File: config.mk
export PLATFORM = sky130hd
export DESIGN_NAME = issue_read_operands
export DESIGN_NICKNAME = d
export VERILOG_FILES = /design/src/hdl/isa_pkg.sv /design/src/hdl/issue_pkg.sv /design/src/hdl/int_regfile.sv /design/src/hdl/operand_hazard.sv /design/src/hdl/operand_select.sv /design/src/hdl/issue_ctrl.sv /design/src/hdl/fu_dispatch_reg.sv /design/src/hdl/issue_read_operands.sv
export SDC_FILE = /design/constraint.sdc
export NUM_CORES = 2
export LEC_CHECK = 0
export CAP_MARGIN = 20
export CORE_AREA = 2 2 360 362
export CTS_CLUSTER_DIAMETER = 30
export DETAILED_ROUTE_END_ITERATION = 7
export DIE_AREA = 0 0 362 364
export DONT_BUFFER_PORTS = 1
export HOLD_SLACK_MARGIN = 0.05
export PLACE_DENSITY_LB_ADDON = 0.15
export SETUP_SLACK_MARGIN = 0.02
export SYNTH_ARGS = -nofsm -noshare
export SYNTH_HDL_FRONTEND = slang
export SYNTH_SLANG_ARGS = --single-unit
File: constraint.sdc
create_clock -name clk_i -period 2.3 [get_ports clk_i]
set_input_delay 0 -clock clk_i [delete_from_list [all_inputs] [get_ports clk_i]]
set_output_delay 0 -clock clk_i [all_outputs]
set_load 0.01 [all_outputs]
File: src/hdl/isa_pkg.sv
`default_nettype none

package isa_pkg;

  // ----------------------------------------
  // architectural widths
  // ----------------------------------------
  // integer data path width
  localparam int unsigned XLEN = 32;
  // program counter width
  localparam int unsigned VLEN = 32;
  // architectural register index width
  localparam int unsigned REG_ADDR_BITS = 5;
  // number of integer registers, x0 included
  localparam int unsigned NR_REGS = 2 ** REG_ADDR_BITS;
  // scoreboard slot tag width
  localparam int unsigned TRANS_ID_BITS = 3;

  // ----------------------------------------
  // scalar types
  // ----------------------------------------
  typedef logic [XLEN-1:0] xlen_t;
  typedef logic [REG_ADDR_BITS-1:0] reg_addr_t;
  typedef logic [VLEN-1:0] vaddr_t;
  typedef logic [TRANS_ID_BITS-1:0] trans_id_t;

endpackage

`default_nettype wire

File: src/hdl/issue_pkg.sv
`default_nettype none

package issue_pkg;
  import isa_pkg::*;

  // ----------------------------------------
  // functional units and operations
  // ----------------------------------------
  // target unit of an entry, FU_NONE needs no unit at all
  typedef enum logic [2:0] {
    FU_NONE,
    FU_LOAD,
    FU_STORE,
    FU_ALU,
    FU_CTRL_FLOW,
    FU_MULT,
    FU_CSR
  } fu_t;

  // operation subset, OP_ADD is the reset value of the launch register
  typedef enum logic [6:0] {
    OP_ADD,
    OP_SUB,
    OP_XORL,
    OP_ORL,
    OP_ANDL,
    OP_SLL,
    OP_SRL,
    OP_SRA,
    OP_EQ,
    OP_NE,
    OP_LTS,
    OP_GES,
    OP_LTU,
    OP_GEU,
    OP_MUL,
    OP_MULH,
    OP_LW,
    OP_SW,
    OP_CSR_READ,
    OP_CSR_WRITE
  } fu_op_t;

  // ----------------------------------------
  // bundles
  // ----------------------------------------
  // decoded entry handed over by the scoreboard
  typedef struct packed {
    vaddr_t    pc;
    fu_t       fu;
    fu_op_t    op;
    reg_addr_t rs1;
    reg_addr_t rs2;
    reg_addr_t rd;
    // carries the immediate
    xlen_t     result;
    trans_id_t trans_id;
    logic      use_imm;
    logic      use_pc;
    logic      use_zimm;
    logic      ex_valid;
  } issue_entry_t;

  // pending writer of each register, FU_NONE when nothing is in flight
  typedef fu_t [NR_REGS-1:0] clobber_t;

  // operand bundle toward the units
  typedef struct packed {
    fu_t       fu;
    fu_op_t    op;
    xlen_t     operand_a;
    xlen_t     operand_b;
    xlen_t     imm;
    trans_id_t trans_id;
  } fu_data_t;

  // one launch valid per unit
  typedef struct packed {
    logic alu;
    logic branch;
    logic mult;
    logic lsu;
    logic csr;
  } fu_valid_t;

  // per-source forwarding select
  typedef struct packed {
    logic fwd_rs1;
    logic fwd_rs2;
  } operand_src_t;

endpackage

`default_nettype wire

File: src/hdl/int_regfile.sv
`default_nettype none
`timescale 1ns/1ps

module int_regfile
  import isa_pkg::*;
#(
  parameter int unsigned NR_COMMIT_PORTS = 2
) (
  input  wire logic                             clk_i,
  input  wire logic                             rst_ni,
  // read ports, combinational
  input  wire reg_addr_t                        raddr_a_i,
  input  wire reg_addr_t                        raddr_b_i,
  output xlen_t                                 rdata_a_o,
  output xlen_t                                 rdata_b_o,
  // commit write ports
  input  wire logic      [NR_COMMIT_PORTS-1:0] we_i,
  input  wire reg_addr_t [NR_COMMIT_PORTS-1:0] waddr_i,
  input  wire xlen_t     [NR_COMMIT_PORTS-1:0] wdata_i
);

  // x1 .. x31 only, x0 has no storage
  xlen_t regs_q [1:NR_REGS-1];

  // ----------------------------------------
  // write side
  // ----------------------------------------
  always_ff @(posedge clk_i or negedge rst_ni) begin
    if (!rst_ni) begin
      for (int unsigned r = 1; r < NR_REGS; r++) begin
        regs_q[r] <= '0;
      end
    end else begin
      // ports are visited in order, so the highest port wins a collision
      for (int unsigned p = 0; p < NR_COMMIT_PORTS; p++) begin
        // writes to x0 are dropped
        if (we_i[p] && (waddr_i[p] != '0)) begin
          regs_q[waddr_i[p]] <= wdata_i[p];
        end
      end
    end
  end

  // ----------------------------------------
  // read side
  // ----------------------------------------
  // x0 is hardwired to zero
  assign rdata_a_o = (raddr_a_i == '0) ? '0 : regs_q[raddr_a_i];
  assign rdata_b_o = (raddr_b_i == '0) ? '0 : regs_q[raddr_b_i];

endmodule

`default_nettype wire

File: src/hdl/operand_hazard.sv
`default_nettype none
`timescale 1ns/1ps

module operand_hazard
  import issue_pkg::*;
(
  input  wire issue_entry_t entry_i,
  // pending writers from the scoreboard
  input  wire clobber_t     clobber_i,
  // forwarded result availability
  input  wire logic         rs1_fwd_valid_i,
  input  wire logic         rs2_fwd_valid_i,
  output operand_src_t      src_o,
  output logic              stall_o
);

  // pending writer of each source
  fu_t rs1_writer;
  fu_t rs2_writer;
  // source has an instruction in flight that writes it
  logic rs1_pending;
  logic rs2_pending;
  // in-flight result can be taken from the scoreboard
  logic rs1_fwd_ok;
  logic rs2_fwd_ok;

  // ----------------------------------------
  // clobber lookup
  // ----------------------------------------
  assign rs1_writer = clobber_i[entry_i.rs1];
  assign rs2_writer = clobber_i[entry_i.rs2];

  // rs1 holds the zimm itself, so it depends on nothing then
  assign rs1_pending = !entry_i.use_zimm && (rs1_writer != FU_NONE);
  assign rs2_pending = (rs2_writer != FU_NONE);

  // CSR results only reach us through the register file
  assign rs1_fwd_ok = rs1_fwd_valid_i && (rs1_writer != FU_CSR);
  assign rs2_fwd_ok = rs2_fwd_valid_i && (rs2_writer != FU_CSR);

  // ----------------------------------------
  // forward or stall
  // ----------------------------------------
  always_comb begin : operands_available
    src_o   = '0;
    stall_o = 1'b0;
    // source 1
    if (rs1_pending) begin
      if (rs1_fwd_ok) begin
        src_o.fwd_rs1 = 1'b1;
      end else begin
        // value not produced yet, wait for it
        stall_o = 1'b1;
      end
    end
    // source 2
    if (rs2_pending) begin
      if (rs2_fwd_ok) begin
        src_o.fwd_rs2 = 1'b1;
      end else begin
        stall_o = 1'b1;
      end
    end
  end

endmodule

`default_nettype wire

File: src/hdl/operand_select.sv
`default_nettype none
`timescale 1ns/1ps

module operand_select
  import isa_pkg::*;
  import issue_pkg::*;
(
  input  wire issue_entry_t entry_i,
  input  wire operand_src_t src_i,
  // register file read data
  input  wire xlen_t        rf_a_i,
  input  wire xlen_t        rf_b_i,
  // forwarded scoreboard results
  input  wire xlen_t        fwd_a_i,
  input  wire xlen_t        fwd_b_i,
  output fu_data_t          data_o
);

  // ----------------------------------------
  // operand mux
  // ----------------------------------------
  // later assignments take priority
  always_comb begin : forwarding_operand_select
    // register file by default
    data_o.operand_a = rf_a_i;
    data_o.operand_b = rf_b_i;
    // store and branch offsets travel in imm
    data_o.imm       = entry_i.result;
    data_o.fu        = entry_i.fu;
    data_o.op        = entry_i.op;
    data_o.trans_id  = entry_i.trans_id;
    // in-flight results
    if (src_i.fwd_rs1) begin
      data_o.operand_a = fwd_a_i;
    end
    if (src_i.fwd_rs2) begin
      data_o.operand_b = fwd_b_i;
    end
    // pc operand of auipc and jal sign extended to xlen
    if (entry_i.use_pc) begin
      data_o.operand_a = xlen_t'(signed'(entry_i.pc));
    end
    // csr immediate form zero extends the index
    if (entry_i.use_zimm) begin
      data_o.operand_a = xlen_t'(entry_i.rs1);
    end
    // stores and branches keep rs2 in operand b
    if (entry_i.use_imm && (entry_i.fu != FU_STORE) && (entry_i.fu != FU_CTRL_FLOW)) begin
      data_o.operand_b = entry_i.result;
    end
  end

endmodule

`default_nettype wire

File: src/hdl/issue_ctrl.sv
`default_nettype none
`timescale 1ns/1ps

module issue_ctrl
  import isa_pkg::*;
  import issue_pkg::*;
#(
  parameter int unsigned NR_COMMIT_PORTS = 2
) (
  input  wire issue_entry_t                    entry_i,
  input  wire logic                            issue_valid_i,
  // operand not available
  input  wire logic                            stall_i,
  input  wire clobber_t                        clobber_i,
  // unit readiness
  input  wire logic                            flu_ready_i,
  input  wire logic                            lsu_ready_i,
  // commit writes in this cycle
  input  wire logic      [NR_COMMIT_PORTS-1:0] commit_we_i,
  input  wire reg_addr_t [NR_COMMIT_PORTS-1:0] commit_waddr_i,
  // a multiply is being launched
  input  wire logic                            mult_busy_i,
  output logic                                 issue_ack_o,
  output logic                                 issue_fire_o
);

  logic fu_busy;
  // rd is written back by a commit port right now
  logic rd_commit;
  // no write-after-write hazard on rd
  logic rd_free;

  // ----------------------------------------
  // busy signal of the target unit
  // ----------------------------------------
  always_comb begin : unit_busy
    case (entry_i.fu)
      FU_ALU, FU_CTRL_FLOW, FU_MULT, FU_CSR: fu_busy = !flu_ready_i;
      FU_LOAD, FU_STORE:                     fu_busy = !lsu_ready_i;
      default:                               fu_busy = 1'b0;
    endcase
  end

  // ----------------------------------------
  // write-after-write check
  // ----------------------------------------
  always_comb begin : waw_check
    rd_commit = 1'b0;
    for (int unsigned p = 0; p < NR_COMMIT_PORTS; p++) begin
      if (commit_we_i[p] && (commit_waddr_i[p] == entry_i.rd)) begin
        rd_commit = 1'b1;
      end
    end
  end

  // the pending writer retires this cycle, so the hazard is gone
  assign rd_free = (clobber_i[entry_i.rd] == FU_NONE) || rd_commit;

  // ----------------------------------------
  // acceptance
  // ----------------------------------------
  always_comb begin : issue_accept
    issue_ack_o = 1'b0;
    if (issue_valid_i) begin
      if (!stall_i && !fu_busy && rd_free) begin
        issue_ack_o = 1'b1;
      end
      // exceptions and unit-less entries only pass through
      if (entry_i.ex_valid || (entry_i.fu == FU_NONE)) begin
        issue_ack_o = 1'b1;
      end
    end
    // the multiplier shares the fixed latency result bus
    if (mult_busy_i && (entry_i.fu inside {FU_ALU, FU_CTRL_FLOW, FU_CSR})) begin
      issue_ack_o = 1'b0;
    end
  end

  // only real work reaches a unit
  assign issue_fire_o = issue_valid_i && issue_ack_o && !entry_i.ex_valid &&
                        (entry_i.fu != FU_NONE);

endmodule

`default_nettype wire

File: src/hdl/fu_dispatch_reg.sv
`default_nettype none
`timescale 1ns/1ps

module fu_dispatch_reg
  import issue_pkg::*;
(
  input  wire logic     clk_i,
  input  wire logic     rst_ni,
  // kill whatever is launched next
  input  wire logic     flush_i,
  // accepted entry that needs a unit
  input  wire logic     issue_fire_i,
  input  wire fu_data_t data_i,
  output fu_data_t      fu_data_o,
  output fu_valid_t     fu_valid_o,
  output logic          mult_busy_o
);

  fu_data_t  data_q;
  fu_valid_t valid_q;

  // ----------------------------------------
  // operand register
  // ----------------------------------------
  // loaded every cycle, the valids qualify it
  always_ff @(posedge clk_i or negedge rst_ni) begin
    if (!rst_ni) begin
      data_q <= '0;
    end else begin
      data_q <= data_i;
    end
  end

  // ----------------------------------------
  // launch valids
  // ----------------------------------------
  always_ff @(posedge clk_i or negedge rst_ni) begin
    if (!rst_ni) begin
      valid_q <= '0;
    end else begin
      // single cycle pulse
      valid_q <= '0;
      if (issue_fire_i) begin
        case (data_i.fu)
          FU_ALU:            valid_q.alu    <= 1'b1;
          FU_CTRL_FLOW:      valid_q.branch <= 1'b1;
          FU_MULT:           valid_q.mult   <= 1'b1;
          // loads and stores share the lsu
          FU_LOAD, FU_STORE: valid_q.lsu    <= 1'b1;
          FU_CSR:            valid_q.csr    <= 1'b1;
          default:           valid_q        <= '0;
        endcase
      end
      // otherwise a unit starts on a squashed entry
      if (flush_i) begin
        valid_q <= '0;
      end
    end
  end

  assign fu_data_o   = data_q;
  assign fu_valid_o  = valid_q;
  // issue_ctrl blocks fixed latency entries behind a multiply
  assign mult_busy_o = valid_q.mult;

endmodule

`default_nettype wire

File: src/hdl/issue_read_operands.sv
`default_nettype none
`timescale 1ns/1ps

module issue_read_operands
  import isa_pkg::*;
  import issue_pkg::*;
#(
  parameter int unsigned NR_COMMIT_PORTS = 2
) (
  input  wire logic                            clk_i,
  input  wire logic                            rst_ni,
  input  wire logic                            flush_i,
  // issue handshake
  input  wire issue_entry_t                    issue_entry_i,
  input  wire logic                            issue_valid_i,
  output logic                                 issue_ack_o,
  // scoreboard lookup
  output reg_addr_t                            rs1_o,
  output reg_addr_t                            rs2_o,
  input  wire clobber_t                        clobber_i,
  input  wire xlen_t                           rs1_fwd_i,
  input  wire logic                            rs1_fwd_valid_i,
  input  wire xlen_t                           rs2_fwd_i,
  input  wire logic                            rs2_fwd_valid_i,
  // commit writes
  input  wire logic      [NR_COMMIT_PORTS-1:0] commit_we_i,
  input  wire reg_addr_t [NR_COMMIT_PORTS-1:0] commit_waddr_i,
  input  wire xlen_t     [NR_COMMIT_PORTS-1:0] commit_wdata_i,
  // unit side
  input  wire logic                            flu_ready_i,
  input  wire logic                            lsu_ready_i,
  output fu_data_t                             fu_data_o,
  output fu_valid_t                            fu_valid_o
);

  xlen_t        rf_rdata_a;
  xlen_t        rf_rdata_b;
  operand_src_t operand_src;
  logic         operand_stall;
  fu_data_t     operand_data;
  logic         issue_fire;
  logic         mult_busy;

  // the scoreboard is polled with the entry's own sources
  assign rs1_o = issue_entry_i.rs1;
  assign rs2_o = issue_entry_i.rs2;

  // ----------------------------------------
  // register read
  // ----------------------------------------
  int_regfile #(
    .NR_COMMIT_PORTS(NR_COMMIT_PORTS)
  ) i_int_regfile (
    .clk_i    (clk_i),
    .rst_ni   (rst_ni),
    .raddr_a_i(issue_entry_i.rs1),
    .raddr_b_i(issue_entry_i.rs2),
    .rdata_a_o(rf_rdata_a),
    .rdata_b_o(rf_rdata_b),
    .we_i     (commit_we_i),
    .waddr_i  (commit_waddr_i),
    .wdata_i  (commit_wdata_i)
  );

  operand_hazard i_operand_hazard (
    .entry_i        (issue_entry_i),
    .clobber_i      (clobber_i),
    .rs1_fwd_valid_i(rs1_fwd_valid_i),
    .rs2_fwd_valid_i(rs2_fwd_valid_i),
    .src_o          (operand_src),
    .stall_o        (operand_stall)
  );

  operand_select i_operand_select (
    .entry_i(issue_entry_i),
    .src_i  (operand_src),
    .rf_a_i (rf_rdata_a),
    .rf_b_i (rf_rdata_b),
    .fwd_a_i(rs1_fwd_i),
    .fwd_b_i(rs2_fwd_i),
    .data_o (operand_data)
  );

  // ----------------------------------------
  // issue and launch
  // ----------------------------------------
  issue_ctrl #(
    .NR_COMMIT_PORTS(NR_COMMIT_PORTS)
  ) i_issue_ctrl (
    .entry_i       (issue_entry_i),
    .issue_valid_i (issue_valid_i),
    .stall_i       (operand_stall),
    .clobber_i     (clobber_i),
    .flu_ready_i   (flu_ready_i),
    .lsu_ready_i   (lsu_ready_i),
    .commit_we_i   (commit_we_i),
    .commit_waddr_i(commit_waddr_i),
    .mult_busy_i   (mult_busy),
    .issue_ack_o   (issue_ack_o),
    .issue_fire_o  (issue_fire)
  );

  fu_dispatch_reg i_fu_dispatch_reg (
    .clk_i       (clk_i),
    .rst_ni      (rst_ni),
    .flush_i     (flush_i),
    .issue_fire_i(issue_fire),
    .data_i      (operand_data),
    .fu_data_o   (fu_data_o),
    .fu_valid_o  (fu_valid_o),
    .mult_busy_o (mult_busy)
  );

endmodule

`default_nettype wire

==> impl_metrics.env <==
export IMPL_via_per_inst=7.08
export IMPL_final_nets=7357
export IMPL_path_cells="dlygate4sd3_1 -> inv_1 -> o311a_4 -> buf_6 -> dlygate4sd3_1 -> mux2i_1 -> a21oi_1"
export IMPL_synth_top_area_share_pct=40.3
export IMPL_drt_pass1_iterations=8
export IMPL_finalWorstSetupSlack_ns=-0.198
export IMPL_cp_start_kind="input pin"
export IMPL_gr_total_overflow=0
export IMPL_io_pins=465
export IMPL_holdCritPathClass="in2async"
export IMPL_rrSetupSlack_ns=-0.08
export IMPL_fin_area_mm2=0.0896
export IMPL_crit_required_ns=3.08
export IMPL_status="finished, violations left"
export IMPL_avgSynthCellArea_um2=10.6
export IMPL_power_leakage_uw=0.0379
export IMPL_grt_use_total_pct=46.8
export IMPL_clock_sinks=1106
export IMPL_worstPathArrival_ns=3.28
export IMPL_synthCells=6460
export IMPL_synthTopCellsByArea="dfrtp_1, mux4_2, mux2i_1"
export IMPL_dpl_cell_area_mm2=0.0705
export IMPL_clockBufferDepth=4
export IMPL_ys_warn_count=0
export IMPL_reg2reg_to="i_fu_dispatch_reg.fu_data_o[76]"
export IMPL_grt_pass1_wl_mm=445
export IMPL_drt_first_iter_violations=9224
export IMPL_async_flop_share_pct=100
export IMPL_clock_skew_ns=0.0711
export IMPL_max_cap_violations=0
export IMPL_hold_ws_ns=-0.963
export IMPL_cts_tree="yes"
export IMPL_critical_path_max_stage_delay_ns=1.19
export IMPL_multiInputGateArea_mm2=0.0385
export IMPL_area_delta_synth_final_pct=30.5
export IMPL_hold_violations=581
export IMPL_r2r_start="i_int_regfile.regs_q[9]"
export IMPL_grt_max_degree=1107
export IMPL_grt_antenna_before_repair=18
export IMPL_cts_max_level=5
export IMPL_antenna_left=0
export IMPL_cp_max_fo=28
export IMPL_dieHeight_um=364
export IMPL_wirelength_mm=313
export IMPL_power_density_mw_per_mm2=979
export IMPL_drc=0
export IMPL_tightest_slew_ns=1.37
export IMPL_synthFlopType="dfrtp_1"
export IMPL_syn_num_nets=6800
export IMPL_crit_slowest_cell="dlygate4sd3_1"
export IMPL_yosysMostFrequentCell="dfrtp_1"
export IMPL_num_fill_cells=8926
export IMPL_core_area_mm2=0.128
export IMPL_dieArea_mm2=0.132
export IMPL_yosysUniqueCellTypes=62
export IMPL_peakVddDrop_mv=0.765
export IMPL_clk_pin_slew_ns=0.06
export IMPL_die_x_um=362
export IMPL_finalCritPeriodShare_pct=109
export IMPL_crit_path_end_kind="flip-flop"
export IMPL_syn_area_mm2=0.0687
export IMPL_regArea_mm2=0.0277
export IMPL_fmax_ghz=0.400
export IMPL_relSlewSlack_pct=8.37
export IMPL_rows=132
export IMPL_drive_gt1_share_pct=20.8
export IMPL_cts_made_buffers=292
export IMPL_synth_top_cell_by_area="dfrtp_1"
export IMPL_ys_seq_area_share_pct=40.3
export IMPL_reg2regPathDepth=6
export IMPL_start_util_pct=53.5
export IMPL_crit_type="in2reg"
export IMPL_layout_min_cycle_time_ns=2.50
export IMPL_synth_edf_count=0
export IMPL_io_buffers=0
export IMPL_crit_top_cell="dlygate4sd3_1"
export IMPL_finalMaxSlewViolations=0
export IMPL_ys_seq_elements=1106
export IMPL_num_vias=63141
export IMPL_dp_hpwl_mm=157
export IMPL_post_drt_wl_per_cell_um=35.1
export IMPL_violations="hold timing, setup timing"
export IMPL_synth_commonest_cells="dfrtp_1, mux2i_1, nor2_1"
export IMPL_power_uw=87700
export IMPL_finalSetupViolCount=22
export IMPL_grt_pass1_vias=62227
export IMPL_rsz0062_at_grt="true"
export IMPL_gp_congestion=0.942
export IMPL_clk_latency_ns=0.92
export IMPL_dp_slack_ns=-0.277
export IMPL_clock_root_buffer="clkbuf_16"
## cell type report
| class | instances | area share [%] |
|---|---|---|
| timing repair buffer | 1030 | 13.1 |
| tap | 1675 | 2.34 |
| antenna | 17 | 0.0475 |
| inverter | 6 | 0.0251 |
| clock buffer | 386 | 9.21 |
| multi-input combinational | 4581 | 42.9 |
| clock inverter | 117 | 1.42 |
| sequential | 1106 | 30.9 |
## flip-flops by register name, summed over array words and instances, names as in the netlist
register                       cells
i_fu_dispatch_reg.mult_busy_o      1
i_fu_dispatch_reg.fu_valid_o       4
i_int_regfile.regs_q             992
i_fu_dispatch_reg.fu_data_o      109
## worst max path at each step
| stage | start | to | slack (ns) |
|---|---|---|---|
| after floorplan | issue_entry_i[45] | i_fu_dispatch_reg.fu_data_o[39] | 0.003 |
| after global placement | issue_entry_i[49] | i_fu_dispatch_reg.fu_data_o[85] | -0.24 |
| after detailed placement | issue_entry_i[49] | i_fu_dispatch_reg.fu_data_o[72] | -0.28 |
| after CTS | i_int_regfile.regs_q[155] | i_fu_dispatch_reg.fu_data_o[94] | 0.02 |
| after global routing | issue_entry_i[1] | i_fu_dispatch_reg.fu_data_o[67] | -0.13 |
| final | issue_entry_i[1] | i_fu_dispatch_reg.fu_data_o[67] | -0.20 |
## power by group
part	switching, µW	total, µW	internal [µW]
clock network	12600	39900	27300
registers	3920	28400	24500
logic	8550	19400	10800
## worst max-delay path: cells and delay by family
family	cells	cell delay [ns]
mux	1	0.15
buf+inv	4	2.47
compound gates	2	0.62
## timing repair
action                                  4_1_cts  5_1_grt
endpoints found under the setup margin        1       48
endpoints found under the hold margin      2222      663
gates cloned                                  0        0
pin swaps                                     0        2
buffers inserted                              0        2
resized for setup                             1       41
hold buffers                                802       13
## layer usage
metal	up-vias	part of all wire, %	track usage [%]
li1	25120	-	-
met3	1592	15	19.2
met4	14	8.9	35.3
met1	31147	34	57.6
met2	5268	41	65.9
met5	-	0.035	0
## metrics by stage
stage	setup TNS [ns]	cells	util, %	hold WS (ns)
global route	-0.328	8905	69.8	-0.926
finish	-1.35	8918	69.8	-0.963
detailed placement	-5.97	7572	55.0	-0.263
floorplan	0	6460	-	-0.296
CTS	0	8877	69.3	-1.19
global placement	-4.11	7571	55.0	-0.271
## kinds of logic (layout without fill, tap and decap cells)
kind of cell | count (synthesis) | count (layout) | share of synthesized area [%]
AO/OA/AOI/OAI | 1425 | 1425 | 12.0
XOR/XNOR | 14 | 14 | 0.179
buffers and inverters | 773 | 1539 | 4.64
flip-flops | 1106 | 1106 | 40.3
multiplexers | 1649 | 1649 | 33.9
other | 0 | 17 | 0
AND/OR/NAND/NOR | 1493 | 1493 | 8.92
## placed cells by master, fill, tap and decap left out, drive strengths merged, types with 22 or more instances in the layout
master,count
a21oi,807
clkbuf,388
nand2,357
a22o,40
a221oi,46
buf,299
nor2,917
clkinvlp,22
dlygate4sd3,725
nand3,24
clkinv,59
a32oi,117
o21ai,303
mux2,95
nor3,62
mux4,533
nor2b,28
mux2i,1021
dfrtp,1106
(Power assumes the default switching activity.)
